$ cat src/source/ip1_cmd_pkg.sv
// ip1 command side definitions
// opcodes, sticky status layout and static configuration word fields
package ip1_cmd_pkg;

  // --------------------
  // software opcodes, valid only while the device id is enabled
  typedef enum logic [3:0] {
    OP_NONE           = 4'h0,
    OP_W_CFG_STATIC   = 4'h1,  // write static word from sw_write24
    OP_R_CFG_STATIC   = 4'h2,
    OP_W_CFG_ARRAY_0  = 4'h3,  // addr in 23:16, data in 15:0
    OP_R_CFG_ARRAY_0  = 4'h4,
    OP_W_CFG_ARRAY_1  = 4'h5,
    OP_R_CFG_ARRAY_1  = 4'h6,
    OP_R_DATA_ARRAY   = 4'h7,  // readback chain, one 32-bit word per addr
    OP_W_STATUS_CLEAR = 4'h8,
    OP_W_EXECUTE      = 4'h9   // rising edge starts test 1
  } op_code_t;

  // --------------------
  // status word bit positions
  localparam int ST_W_CFG   = 0;   // static word written
  localparam int ST_R_CFG   = 1;   // static word read
  localparam int ST_W_ARRAY = 2;   // any array written
  localparam int ST_R_ARRAY = 3;   // any array read
  localparam int ST_R_DATA  = 4;
  localparam int ST_EXECUTE = 5;
  localparam int ST_DONE    = 12;  // follows the sequencer, not sticky
  localparam int ST_ERROR   = 31;  // bad execute word

  // static word fields
  // fast config clock period in fw clocks, 7 bits gives up to 128
  localparam int FAST_PERIOD_LSB   = 0;
  localparam int FAST_PERIOD_BITS  = 7;
  localparam int SUPER_PIX_SEL_BIT = 7;

endpackage

$ cat src/source/ip1_test_pkg.sv
// ip1 test sequencer definitions
// FSM states and the execute word layout
package ip1_test_pkg;

  // test 1 sequencer states
  typedef enum logic [2:0] {
    IDLE      = 3'd0,  // no test run since reset
    DELAY     = 3'd1,  // wait for the delay phase
    RESET_NOT = 3'd2,  // one config clock period of asic reset
    SHIFT     = 3'd3,  // chain moving out on config_in
    DONE      = 3'd4
  } test_state_t;

  // --------------------
  // execute word fields, delay and sample share the clock period width
  localparam int DELAY_LSB          = 0;
  localparam int SAMPLE_LSB         = DELAY_LSB + ip1_cmd_pkg::FAST_PERIOD_BITS;
  localparam int LOOPBACK_BIT       = 18;  // capture config_in instead of config_out
  localparam int MASK_RESET_NOT_BIT = 23;  // keep reset_not high

  // smallest delay the sequencer accepts
  localparam int MIN_TEST_DELAY = 3;

endpackage

$ cat src/source/configclk_generator.sv
// programmable configuration clock
// phase counts 0..period and wraps, clock is high in the second half
`timescale 1ns/1ns

module configclk_generator #(
  parameter int PERIOD_BITS = 7
) (
  input  logic                   fw_axi_clk,
  input  logic                   op_code_w_reset,
  input  logic                   fw_dev_id_enable,
  input  logic [PERIOD_BITS-1:0] period,
  output logic [PERIOD_BITS-1:0] phase,
  output logic                   config_clk
);

  logic [PERIOD_BITS-1:0] phase_next;

  // >= also recovers when period is lowered mid count
  assign phase_next = (phase >= period) ? '0 : phase + 1'b1;

  always_ff @(posedge fw_axi_clk) begin
    if (op_code_w_reset) begin
      phase      <= '0;
      config_clk <= 1'b0;
    end else if (fw_dev_id_enable) begin  // stalls while device not selected
      phase      <= phase_next;
      config_clk <= phase_next > (period >> 1);  // registered with phase, stays aligned
    end
  end

endmodule

$ cat src/source/fw_ip1.sv
// ip1 firmware top
// command registers, config clock, test sequencer and read mux
`timescale 1ns/1ns

module fw_ip1 #(
  parameter int ARRAY_DEPTH = 8,
  parameter int PERIOD_BITS = ip1_cmd_pkg::FAST_PERIOD_BITS
) (
  input  logic                  fw_axi_clk,
  input  logic                  op_code_w_reset,
  input  logic                  fw_dev_id_enable,
  input  ip1_cmd_pkg::op_code_t op_code,
  input  logic [23:0]           sw_write24,
  output logic [31:0]           fw_read_data32,
  output logic [31:0]           fw_read_status32,
  output logic                  fw_super_pixel_sel,
  output logic                  fw_config_clk,
  output logic                  fw_reset_not,
  output logic                  fw_config_in,
  output logic                  fw_config_load,
  input  logic                  fw_config_out
);

  logic [23:0]                  cfg_static;
  logic [ARRAY_DEPTH-1:0][15:0] cfg_array_0;
  logic [ARRAY_DEPTH-1:0][15:0] cfg_array_1;
  logic                         exec_start;
  ip1_cmd_pkg::op_code_t        rd_sel;
  logic                         test_done;
  logic                         cfg_error;
  logic [PERIOD_BITS-1:0]       phase;
  logic                         config_clk;
  logic [2*ARRAY_DEPTH*16-1:0]  readback;

  // --------------------
  ip1_cmd_regs #(.ARRAY_DEPTH(ARRAY_DEPTH)) u_cmd_regs (
    .fw_axi_clk, .op_code_w_reset, .fw_dev_id_enable, .op_code, .sw_write24,
    .test_done, .cfg_error, .cfg_static, .cfg_array_0, .cfg_array_1,
    .exec_start, .rd_sel, .status(fw_read_status32)
  );

  configclk_generator #(.PERIOD_BITS(PERIOD_BITS)) u_fast_clk (
    .fw_axi_clk, .op_code_w_reset, .fw_dev_id_enable,
    .period(cfg_static[ip1_cmd_pkg::FAST_PERIOD_LSB +: PERIOD_BITS]),
    .phase, .config_clk
  );

  ip1_test_seq #(.ARRAY_DEPTH(ARRAY_DEPTH), .PERIOD_BITS(PERIOD_BITS)) u_test_seq (
    .fw_axi_clk, .op_code_w_reset, .exec_start,
    .exec_word(sw_write24),  // latched inside on the execute edge
    .fast_period(cfg_static[ip1_cmd_pkg::FAST_PERIOD_LSB +: PERIOD_BITS]),
    .phase, .config_clk, .cfg_array_0, .cfg_array_1,
    .super_pix_sel(cfg_static[ip1_cmd_pkg::SUPER_PIX_SEL_BIT]),
    .fw_config_out, .fw_super_pixel_sel, .fw_config_clk, .fw_reset_not,
    .fw_config_in, .fw_config_load, .test_done, .cfg_error, .readback
  );

  ip1_readout #(.ARRAY_DEPTH(ARRAY_DEPTH)) u_readout (
    .rd_sel, .addr(sw_write24[23:16]), .cfg_static, .cfg_array_0, .cfg_array_1,
    .readback, .fw_read_data32
  );

endmodule

$ cat src/source/ip1_cmd_regs.sv
// ip1 command registers
// gates and decodes opcodes, holds configuration and the sticky status word
`timescale 1ns/1ns

module ip1_cmd_regs #(
  parameter int ARRAY_DEPTH = 8
) (
  input  logic                         fw_axi_clk,
  input  logic                         op_code_w_reset,
  input  logic                         fw_dev_id_enable,
  input  ip1_cmd_pkg::op_code_t        op_code,
  input  logic [23:0]                  sw_write24,
  input  logic                         test_done,
  input  logic                         cfg_error,
  output logic [23:0]                  cfg_static,
  output logic [ARRAY_DEPTH-1:0][15:0] cfg_array_0,
  output logic [ARRAY_DEPTH-1:0][15:0] cfg_array_1,
  output logic                         exec_start,
  output ip1_cmd_pkg::op_code_t        rd_sel,
  output logic [31:0]                  status
);

  localparam int AW = (ARRAY_DEPTH > 1) ? $clog2(ARRAY_DEPTH) : 1;

  ip1_cmd_pkg::op_code_t op;  // opcode seen by this device
  logic [7:0]            addr;
  logic [AW-1:0]         widx;       // word index inside one array
  logic                  addr_ok;
  logic                  exec_cmd;
  logic                  exec_cmd_q;

  assign op       = fw_dev_id_enable ? op_code : ip1_cmd_pkg::OP_NONE;
  assign addr     = sw_write24[23:16];
  assign widx     = addr[AW-1:0];
  assign addr_ok  = int'(addr) < ARRAY_DEPTH;  // upper addresses dropped
  assign rd_sel   = op;                        // reads are decoded in readout

  // --------------------
  // execute edge, one cycle while the command is held
  assign exec_cmd   = (op == ip1_cmd_pkg::OP_W_EXECUTE);
  assign exec_start = exec_cmd & ~exec_cmd_q;

  always_ff @(posedge fw_axi_clk) begin
    if (op_code_w_reset) begin
      exec_cmd_q <= 1'b0;
    end else begin
      exec_cmd_q <= exec_cmd;
    end
  end

  // configuration writes, repeat harmlessly while held
  always_ff @(posedge fw_axi_clk) begin
    if (op_code_w_reset) begin
      cfg_static  <= '0;
      cfg_array_0 <= '0;
      cfg_array_1 <= '0;
    end else begin
      case (op)
        ip1_cmd_pkg::OP_W_CFG_STATIC:  cfg_static <= sw_write24;
        ip1_cmd_pkg::OP_W_CFG_ARRAY_0: if (addr_ok) cfg_array_0[widx] <= sw_write24[15:0];
        ip1_cmd_pkg::OP_W_CFG_ARRAY_1: if (addr_ok) cfg_array_1[widx] <= sw_write24[15:0];
        default: ;
      endcase
    end
  end

  // --------------------
  // sticky status, done and error mirror the sequencer one cycle late
  always_ff @(posedge fw_axi_clk) begin
    if (op_code_w_reset || op == ip1_cmd_pkg::OP_W_STATUS_CLEAR) begin
      status <= '0;
    end else begin
      case (op)
        ip1_cmd_pkg::OP_W_CFG_STATIC:  status[ip1_cmd_pkg::ST_W_CFG]   <= 1'b1;
        ip1_cmd_pkg::OP_R_CFG_STATIC:  status[ip1_cmd_pkg::ST_R_CFG]   <= 1'b1;
        ip1_cmd_pkg::OP_W_CFG_ARRAY_0,
        ip1_cmd_pkg::OP_W_CFG_ARRAY_1: status[ip1_cmd_pkg::ST_W_ARRAY] <= 1'b1;
        ip1_cmd_pkg::OP_R_CFG_ARRAY_0,
        ip1_cmd_pkg::OP_R_CFG_ARRAY_1: status[ip1_cmd_pkg::ST_R_ARRAY] <= 1'b1;
        ip1_cmd_pkg::OP_R_DATA_ARRAY:  status[ip1_cmd_pkg::ST_R_DATA]  <= 1'b1;
        ip1_cmd_pkg::OP_W_EXECUTE:     status[ip1_cmd_pkg::ST_EXECUTE] <= 1'b1;
        default: ;
      endcase
      status[ip1_cmd_pkg::ST_DONE]  <= test_done;
      status[ip1_cmd_pkg::ST_ERROR] <= cfg_error;
    end
  end

endmodule

$ cat src/source/ip1_readout.sv
// ip1 software read mux
// static word, array word pairs and readback chain words, all combinational
`timescale 1ns/1ns

module ip1_readout #(
  parameter int ARRAY_DEPTH = 8
) (
  input  ip1_cmd_pkg::op_code_t        rd_sel,
  input  logic [7:0]                   addr,
  input  logic [23:0]                  cfg_static,
  input  logic [ARRAY_DEPTH-1:0][15:0] cfg_array_0,
  input  logic [ARRAY_DEPTH-1:0][15:0] cfg_array_1,
  input  logic [2*ARRAY_DEPTH*16-1:0]  readback,
  output logic [31:0]                  fw_read_data32
);

  localparam int DATA_WORDS = ARRAY_DEPTH;  // two 16-bit arrays fill depth 32-bit words

  // one array word, zero past the last address
  function automatic logic [15:0] array_word(input logic [ARRAY_DEPTH-1:0][15:0] arr,
                                             input int idx);
    logic [15:0] w;
    w = '0;
    if (idx < ARRAY_DEPTH) w = arr[idx];
    return w;
  endfunction

  always_comb begin
    fw_read_data32 = '0;
    case (rd_sel)
      ip1_cmd_pkg::OP_R_CFG_STATIC:  fw_read_data32 = {8'h00, cfg_static};
      ip1_cmd_pkg::OP_R_CFG_ARRAY_0: fw_read_data32 = {array_word(cfg_array_0, int'(addr) + 1),
                                                       array_word(cfg_array_0, int'(addr))};
      ip1_cmd_pkg::OP_R_CFG_ARRAY_1: fw_read_data32 = {array_word(cfg_array_1, int'(addr) + 1),
                                                       array_word(cfg_array_1, int'(addr))};
      ip1_cmd_pkg::OP_R_DATA_ARRAY: begin
        if (int'(addr) < DATA_WORDS) fw_read_data32 = readback[int'(addr)*32 +: 32];
      end
      default: ;  // writes and no-op read 0
    endcase
  end

endmodule

$ cat src/source/ip1_test_seq.sv
// ip1 test 1 sequencer
// shifts the configuration chain out to the asic and captures the returning bits
`timescale 1ns/1ns

module ip1_test_seq #(
  parameter int ARRAY_DEPTH = 8,
  parameter int PERIOD_BITS = 7
) (
  input  logic                          fw_axi_clk,
  input  logic                          op_code_w_reset,
  input  logic                          exec_start,
  input  logic [23:0]                   exec_word,
  input  logic [PERIOD_BITS-1:0]        fast_period,
  input  logic [PERIOD_BITS-1:0]        phase,
  input  logic                          config_clk,
  input  logic [ARRAY_DEPTH-1:0][15:0]  cfg_array_0,
  input  logic [ARRAY_DEPTH-1:0][15:0]  cfg_array_1,
  input  logic                          super_pix_sel,
  input  logic                          fw_config_out,
  output logic                          fw_super_pixel_sel,
  output logic                          fw_config_clk,
  output logic                          fw_reset_not,
  output logic                          fw_config_in,
  output logic                          fw_config_load,
  output logic                          test_done,
  output logic                          cfg_error,
  output logic [2*ARRAY_DEPTH*16-1:0]   readback
);

  localparam int CHAIN_BITS = 2 * ARRAY_DEPTH * 16;
  localparam int CNT_BITS   = $clog2(CHAIN_BITS);

  ip1_test_pkg::test_state_t state;
  logic [23:0]               exec_q;   // execute word, held for the whole test
  logic [CHAIN_BITS-1:0]     chain;    // bit 0 drives config_in
  logic [CNT_BITS-1:0]       bit_cnt;
  logic [PERIOD_BITS-1:0]    delay_in;
  logic [PERIOD_BITS-1:0]    test_delay;
  logic [PERIOD_BITS-1:0]    test_sample;
  logic                      loopback;
  logic                      mask_reset_not;
  logic                      bad_cfg;
  logic                      start_ok;
  logic                      running;
  logic                      at_delay;
  logic                      at_sample;
  logic                      capture_bit;

  // --------------------
  // execute word fields
  assign delay_in       = exec_word[ip1_test_pkg::DELAY_LSB +: PERIOD_BITS];
  assign test_delay     = exec_q[ip1_test_pkg::DELAY_LSB +: PERIOD_BITS];
  assign test_sample    = exec_q[ip1_test_pkg::SAMPLE_LSB +: PERIOD_BITS];
  assign loopback       = exec_q[ip1_test_pkg::LOOPBACK_BIT];
  assign mask_reset_not = exec_q[ip1_test_pkg::MASK_RESET_NOT_BIT];

  // delay must land inside one config clock period
  assign bad_cfg = (delay_in < PERIOD_BITS'(ip1_test_pkg::MIN_TEST_DELAY)) ||
                   (delay_in > fast_period);

  // a new execute is only taken when no test is running
  assign start_ok  = exec_start &&
                     (state == ip1_test_pkg::IDLE || state == ip1_test_pkg::DONE);
  assign running   = (state != ip1_test_pkg::IDLE);
  assign at_delay  = (phase == test_delay);   // once per period
  assign at_sample = (phase == test_sample);
  assign test_done = (state == ip1_test_pkg::DONE);

  // --------------------
  // FSM
  always_ff @(posedge fw_axi_clk) begin
    if (op_code_w_reset) begin
      state     <= ip1_test_pkg::IDLE;
      bit_cnt   <= '0;
      cfg_error <= 1'b0;
    end else begin
      case (state)
        ip1_test_pkg::IDLE,
        ip1_test_pkg::DONE: begin
          if (start_ok) begin
            cfg_error <= bad_cfg;
            bit_cnt   <= '0;
            // an invalid word ends at once, otherwise the delay match could never come
            state     <= bad_cfg ? ip1_test_pkg::DONE : ip1_test_pkg::DELAY;
          end
        end
        ip1_test_pkg::DELAY:     if (at_delay) state <= ip1_test_pkg::RESET_NOT;
        ip1_test_pkg::RESET_NOT: if (at_delay) state <= ip1_test_pkg::SHIFT;  // one full period
        ip1_test_pkg::SHIFT: begin
          if (at_delay) begin
            bit_cnt <= bit_cnt + 1'b1;
            if (bit_cnt == CNT_BITS'(CHAIN_BITS - 1)) state <= ip1_test_pkg::DONE;
          end
        end
        default: state <= ip1_test_pkg::IDLE;
      endcase
    end
  end

  // chain out and readback in
  assign capture_bit = loopback ? fw_config_in : fw_config_out;

  always_ff @(posedge fw_axi_clk) begin
    if (start_ok) begin
      exec_q <= exec_word;
      chain  <= {cfg_array_1, cfg_array_0};  // array 0 goes out first
    end else if (state == ip1_test_pkg::SHIFT && at_delay) begin
      chain  <= {1'b0, chain[CHAIN_BITS-1:1]};
    end
    if (state == ip1_test_pkg::SHIFT && at_sample) begin
      readback <= {capture_bit, readback[CHAIN_BITS-1:1]};  // first bit ends at bit 0
    end
  end

  // --------------------
  // asic pins, all low until a test has been started
  always_comb begin
    fw_super_pixel_sel = running & super_pix_sel;
    fw_config_clk      = running & config_clk;
    fw_config_load     = running && (state != ip1_test_pkg::SHIFT);  // low = shift mode
    fw_reset_not       = running && !(state == ip1_test_pkg::RESET_NOT && !mask_reset_not);
    fw_config_in       = (state == ip1_test_pkg::SHIFT) & chain[0];
  end

endmodule

$ cat config.mk
export PLATFORM = sky130hd
export DESIGN_NAME = fw_ip1
export DESIGN_NICKNAME = d
export VERILOG_FILES = /design/src/source/ip1_cmd_pkg.sv /design/src/source/ip1_test_pkg.sv /design/src/source/configclk_generator.sv /design/src/source/fw_ip1.sv /design/src/source/ip1_cmd_regs.sv /design/src/source/ip1_readout.sv /design/src/source/ip1_test_seq.sv
export SDC_FILE = /design/constraint.sdc
export NUM_CORES = 2
export LEC_CHECK = 0
export ABC_AREA = 1
export BUFFER_PORTS_ARGS = -buffer_cell sky130_fd_sc_hd__buf_2
export CELL_PAD_IN_SITES_DETAIL_PLACEMENT = 1
export CELL_PAD_IN_SITES_GLOBAL_PLACEMENT = 2
export CORE_MARGIN = 1.5
export CORE_UTILIZATION = 40
export DETAILED_ROUTE_END_ITERATION = 16
export PLACE_DENSITY = 0.84
export RECOVER_POWER = 100
export SLEW_MARGIN = 0
export SYNTH_ARGS = -nofsm -noshare
export SYNTH_HDL_FRONTEND = slang
export SYNTH_SLANG_ARGS = --single-unit
$ cat constraint.sdc
create_clock -name fw_axi_clk -period 14.7 [get_ports fw_axi_clk]
set_input_delay 0.735 -clock fw_axi_clk [delete_from_list [all_inputs] [get_ports fw_axi_clk]]
set_output_delay 0.735 -clock fw_axi_clk [all_outputs]
set_load 0.01 [all_outputs]
==> Implementation_results.wiki <==
{| class="wikitable"
! Metric !! Value
|-
| Number of pins with negative max-slew slack in the final report || 762
|-
| Top post-synthesis cells by count || sky130_fd_sc_hd__o21ai_0 (793), sky130_fd_sc_hd__nand2_1 (532), sky130_fd_sc_hd__edfxtp_1 (528)
|-
| Kind of start point of the critical path || primary input
|-
| Minimum period implied by the final worst setup slack || around 8300 ps
|-
| Slew at the pin with the worst max-slew slack || 4120 ps
|-
| Post-DP Area || 38,000 um2
|-
| Number of warning messages in the yosys log || 0
|-
| Post-CTS Setup Repair Bufs || 0
|-
| Kind of critical path || in -> reg
|-
| Reg2reg end || u_test_seq.chain[204]$_DFFE_PP_
|-
| Vertical die dimension || ~310 um
|-
| Synthesized-area fraction occupied by adder cells || 0.780%
|-
| Worst slew margin relative to its limit || -175%
|-
| Total Wirelength || about 130,000 um
|-
| Combinational group share of total power || 6.9%
|-
| Worst setup startpoint || fw_dev_id_enable
|-
| Worst skew pair latency || a little under 700 ps
|-
| Worst path setup slack after routing || 6430 ps
|-
| Share of final-layout standard cells stronger than drive strength 1 || 4.89%
|-
| Vias per std cell || approximately 5.8
|-
| Data required time at the worst endpoint || 15,010 ps
|-
| Row count || around 110
|-
| Cells after synthesis || approximately 4,000
|-
| Cell Count Post-Placement || between 5,000 and 6,000
|-
| Number of remaining DRC errors || 0
|-
| Type of destination of the critical path || flop
|-
| Combined global-route utilization of all metal layers || roughly 28%
|-
| Switching power summed over all nets || between 1 and 1.5 mW
|-
| CP Depth || 8
|-
| DP HPWL || between 80,000 and 90,000 um
|-
| Clock network fraction of design power || 45.2%
|-
| Mux share of post-synthesis cell area || less than 1%
|-
| Area grow syn2layout || 10.6%
|-
| RePlAce Congestion || roughly 0.85
|-
| Final setup skew || between 20 and 25 ps
|-
| Antenna violations before repair || 4
|-
| Worst supply voltage drop on vdd || approximately 0.082 mV
|-
| Share of total power in sequential cells || 48.0%
|-
| Top_reg_cell synth || sky130_fd_sc_hd__edfxtp_1
|-
| TritonCTS sink count || approximately 840
|-
| Library cell contributing the largest single delay on the critical path || sky130_fd_sc_hd__clkbuf_1
|-
| Starting utilization of the core area || between 40% and 50%
|-
| Result of the run || complete, but fails checks
|-
| Non-filler cells, final || just over 5,000
|-
| Most common cell on crit path || sky130_fd_sc_hd__clkbuf_1
|-
| Max-cap violation count || 19
|-
| Horizontal die dimension || 307 um
|-
| Cell at the root of the clock tree || sky130_fd_sc_hd__clkbuf_16
|-
| Via total after detailed routing || approximately 30,000
|-
| Most frequent cell after synthesis || sky130_fd_sc_hd__o21ai_0
|-
| Total Neg Setup Slack || 0 ps
|-
| CTS clock-pin slew for the worst setup and hold paths || 60 ps
|-
| Overflow after GRT || 0
|-
| Core Footprint || between 90,000 and 100,000 um2
|-
| Hold Fails Final Rpt || 0
|-
| Areal power density over the cells || 128 nW/um2
|-
| Drt initial violations || 2,873
|-
| Cell-internal power || between 3 and 4 mW
|-
| Largest net degree at the start of global routing || 235
|-
| Series of cell instances along the critical path || clkbuf_1, nand3_1, nor2_1, nand3_4, clkbuf_1, clkbuf_1, buf_12, o21ai_0
|-
| Die Outline Area || between 90,000 and 100,000 um2
|-
| Complex-gate fraction of the synthesized area || about 20%
|-
| Combinational family with the most area after synthesis || compound AO/OA/AOI/OAI gates
|-
| Buffers from clock root to sink, at most || 3
|-
| Count of cells along the worst register-to-register path || 10
|-
| Total number of H-tree levels || 3
|-
| Count of TritonRoute iterations in the first routing pass || 5
|-
| Num ports || around 100
|-
| Class of the tightest hold or removal check || in -> reg
|-
| Cell accounting for the most synthesized area || sky130_fd_sc_hd__edfxtp_1
|-
| Share of synthesized area occupied by flip-flops and latches || between 50% and 60%
|-
| Global-route wire length before repair || slightly below 200,000 um
|-
| Number of flops mapped to enable cells by yosys || 528
|-
| Average wire per cell in the routed design || about 26 um
|-
| Highest attainable clock frequency || about 120 MHz
|-
| Resize count post-CTS || 0
|-
| Critical path endpoint || u_test_seq.chain[192]$_DFFE_PP_
|-
| Vias in the first global route || ~30,000
|-
| Top-area cell type share of the netlist area || 43.0%
|-
| NumNets Final || ~4,000
|-
| Number of CTS-inserted buffers || 94
|-
| Switching portion of total power || roughly a quarter
|-
| Number of setup violations in the final report || 0
|-
| CP peak stage delay || 2920 ps
|-
| Number of antenna-violating nets in the routed design || 0
|-
| Worst path top cell family by delay || buffers and inverters
|-
| Fraction of synthesis flops using an asynchronous set or reset pin || 0%
|-
| Final worst path period share || around 56%
|-
| Post-Synth Simple-Gate Area || 11.8%
|-
| R2R setup slack || approximately 6700 ps
|-
| Final design utilization || between 40 and 50%
|-
| Post-synthesis instance area || between 30,000 and 40,000 um2
|-
| Mean area per synthesized cell || around 9.2 um2
|-
| Leakage power || between 10 and 15 nW
|-
| Hold Crit Start || sw_write24[22]
|-
| Setup repair after global routing missed its margin || false
|-
| Place WS || 9720 ps
|-
| Count of hold buffers inserted by post-cts repair || 0
|-
| Post-synthesis share of cell area spent on xor and xnor gates || less than 1%
|-
| Post-synthesis register bit count || 837
|-
| Largest cells by area after synthesis || sky130_fd_sc_hd__edfxtp_1 (43%), sky130_fd_sc_hd__dfxtp_1 (17%), sky130_fd_sc_hd__o21ai_0 (11%)
|-
| Number of different library cells in the post-synthesis netlist || 41
|-
| Reg2Reg Launch Point || u_fast_clk.phase[0]$_SDFFE_PP0P_
|-
| Largest fanout on the critical path || between 200 and 250
|-
| Post-route standard cell area excluding fillers || about 41,000 um2
|-
| Violations in the final reports || capacitance limit, slew limit
|-
| Crit path buffers/inverters || 4
|-
| Number of input and output port buffers inserted || 76
|-
| CTS tree || built
|-
| Worst EP arrival || between 8000 and 9000 ps
|}
## layout by cell type, fill, tap and decap left out, types with 8 or more instances in the layout
| cell | instances |
|---|---|
| sky130_fd_sc_hd__xnor2_1 | 8 |
| sky130_fd_sc_hd__edfxtp_1 | 528 |
| sky130_fd_sc_hd__clkbuf_16 | 95 |
| sky130_fd_sc_hd__nand2_1 | 532 |
| sky130_fd_sc_hd__clkinv_1 | 20 |
| sky130_fd_sc_hd__o21ai_0 | 817 |
| sky130_fd_sc_hd__clkbuf_1 | 110 |
| sky130_fd_sc_hd__inv_1 | 320 |
| sky130_fd_sc_hd__o221ai_1 | 64 |
| sky130_fd_sc_hd__o211ai_1 | 60 |
| sky130_fd_sc_hd__nand3_1 | 142 |
| sky130_fd_sc_hd__dfxtp_1 | 309 |
| sky130_fd_sc_hd__buf_2 | 17 |
| sky130_fd_sc_hd__a21oi_1 | 369 |
| sky130_fd_sc_hd__ha_1 | 22 |
| sky130_fd_sc_hd__conb_1 | 24 |
| sky130_fd_sc_hd__buf_4 | 29 |
| sky130_fd_sc_hd__o22ai_1 | 60 |
| sky130_fd_sc_hd__clkinv_2 | 16 |
| sky130_fd_sc_hd__nor2_1 | 393 |
## sequential cells by signal, indices dropped and copies added, names as in the netlist
register and count:
u_cmd_regs.status 8, u_cmd_regs.cfg_array_0 128, u_test_seq.readback 256, u_fast_clk.config_clk 1, u_cmd_regs.cfg_array_1 128, u_test_seq.bit_cnt 8, u_cmd_regs.cfg_static 24, u_test_seq.exec_q 16
u_test_seq.chain 256, u_cmd_regs.exec_cmd_q 1, u_fast_clk.phase 7, u_test_seq.state 3, u_test_seq.cfg_error 1
## power groups by stage
stage               Combinational [mW]  Sequential [mW]  Clock (mW)
global route                     0.392             2.50        2.48
global placement                 0.352             2.55           0
finish                           0.359             2.50        2.36
CTS                              0.359             2.50        2.39
detailed placement               0.357             2.55           0
floorplan                        0.228             2.55           0
## routing by layer
layer	routed length, um	vias up	track usage, %
met4	5310	6	10.8
met2	60500	1054	44.1
met1	59200	15000	39.1
met5	38	-	0
li1	-	13700	-
met3	8740	252	4.36
## metrics by stage
step	total power [mW]	hold WS [ps]
after floorplan	2.78	408
after global placement	2.90	423
after CTS	5.26	252
after detailed placement	2.91	428
final	5.22	310
after global routing	5.37	306
## layout make-up
class | count | area, um2
Multi-Input combinational cell | 2537 | 12300
Timing Repair Buffer | 132 | 682
Antenna cell | 1 | 2.50
Clock buffer | 130 | 2580
Clock inverter | 47 | 448
Fill cell | 10400 | 50700
Inverter | 326 | 1240
Tap cell | 1186 | 1480
Sequential cell | 837 | 22000
## kinds of logic (layout without fill, tap and decap cells)
family                     Yosys count  in the layout
DFF                                837            837
and+or+nand+nor                   1090           1090
adders and majority gates           23             23
muxes                                1              1
buffers and inverters              642            635
xor gates and xnor gates            13             13
AOI/OAI and AO/OA                 1386           1386
other                                1             25
## worst min-delay path by stage
stage / endpoint / cells past startpoint
CTS: u_test_seq.exec_q[23]$_DFFE_PP_ / 1
floorplan: u_cmd_regs.status[31]$_SDFF_PP0_ / 2
global route: u_cmd_regs.cfg_static[22]$_SDFFE_PP0N_ / 3
finish: u_cmd_regs.cfg_static[22]$_SDFFE_PP0N_ / 3
detailed placement: u_test_seq.readback[179]$_DFFE_PP_ / 0
global placement: u_test_seq.readback[82]$_DFFE_PP_ / 0
## worst reg2reg max path, stage by stage, from the launching register on
cell,delay [ps]
sky130_fd_sc_hd__dfxtp_1,440
sky130_fd_sc_hd__inv_1,120
sky130_fd_sc_hd__nand2_1,70
sky130_fd_sc_hd__nand2_1,50
sky130_fd_sc_hd__nor2_1,130
sky130_fd_sc_hd__nand2_1,70
sky130_fd_sc_hd__nor2_1,320
sky130_fd_sc_hd__nand2_1,150
sky130_fd_sc_hd__nand2_1,2150
sky130_fd_sc_hd__clkbuf_1,3030
sky130_fd_sc_hd__buf_12,800
Power figures use the tool's default switching activity.
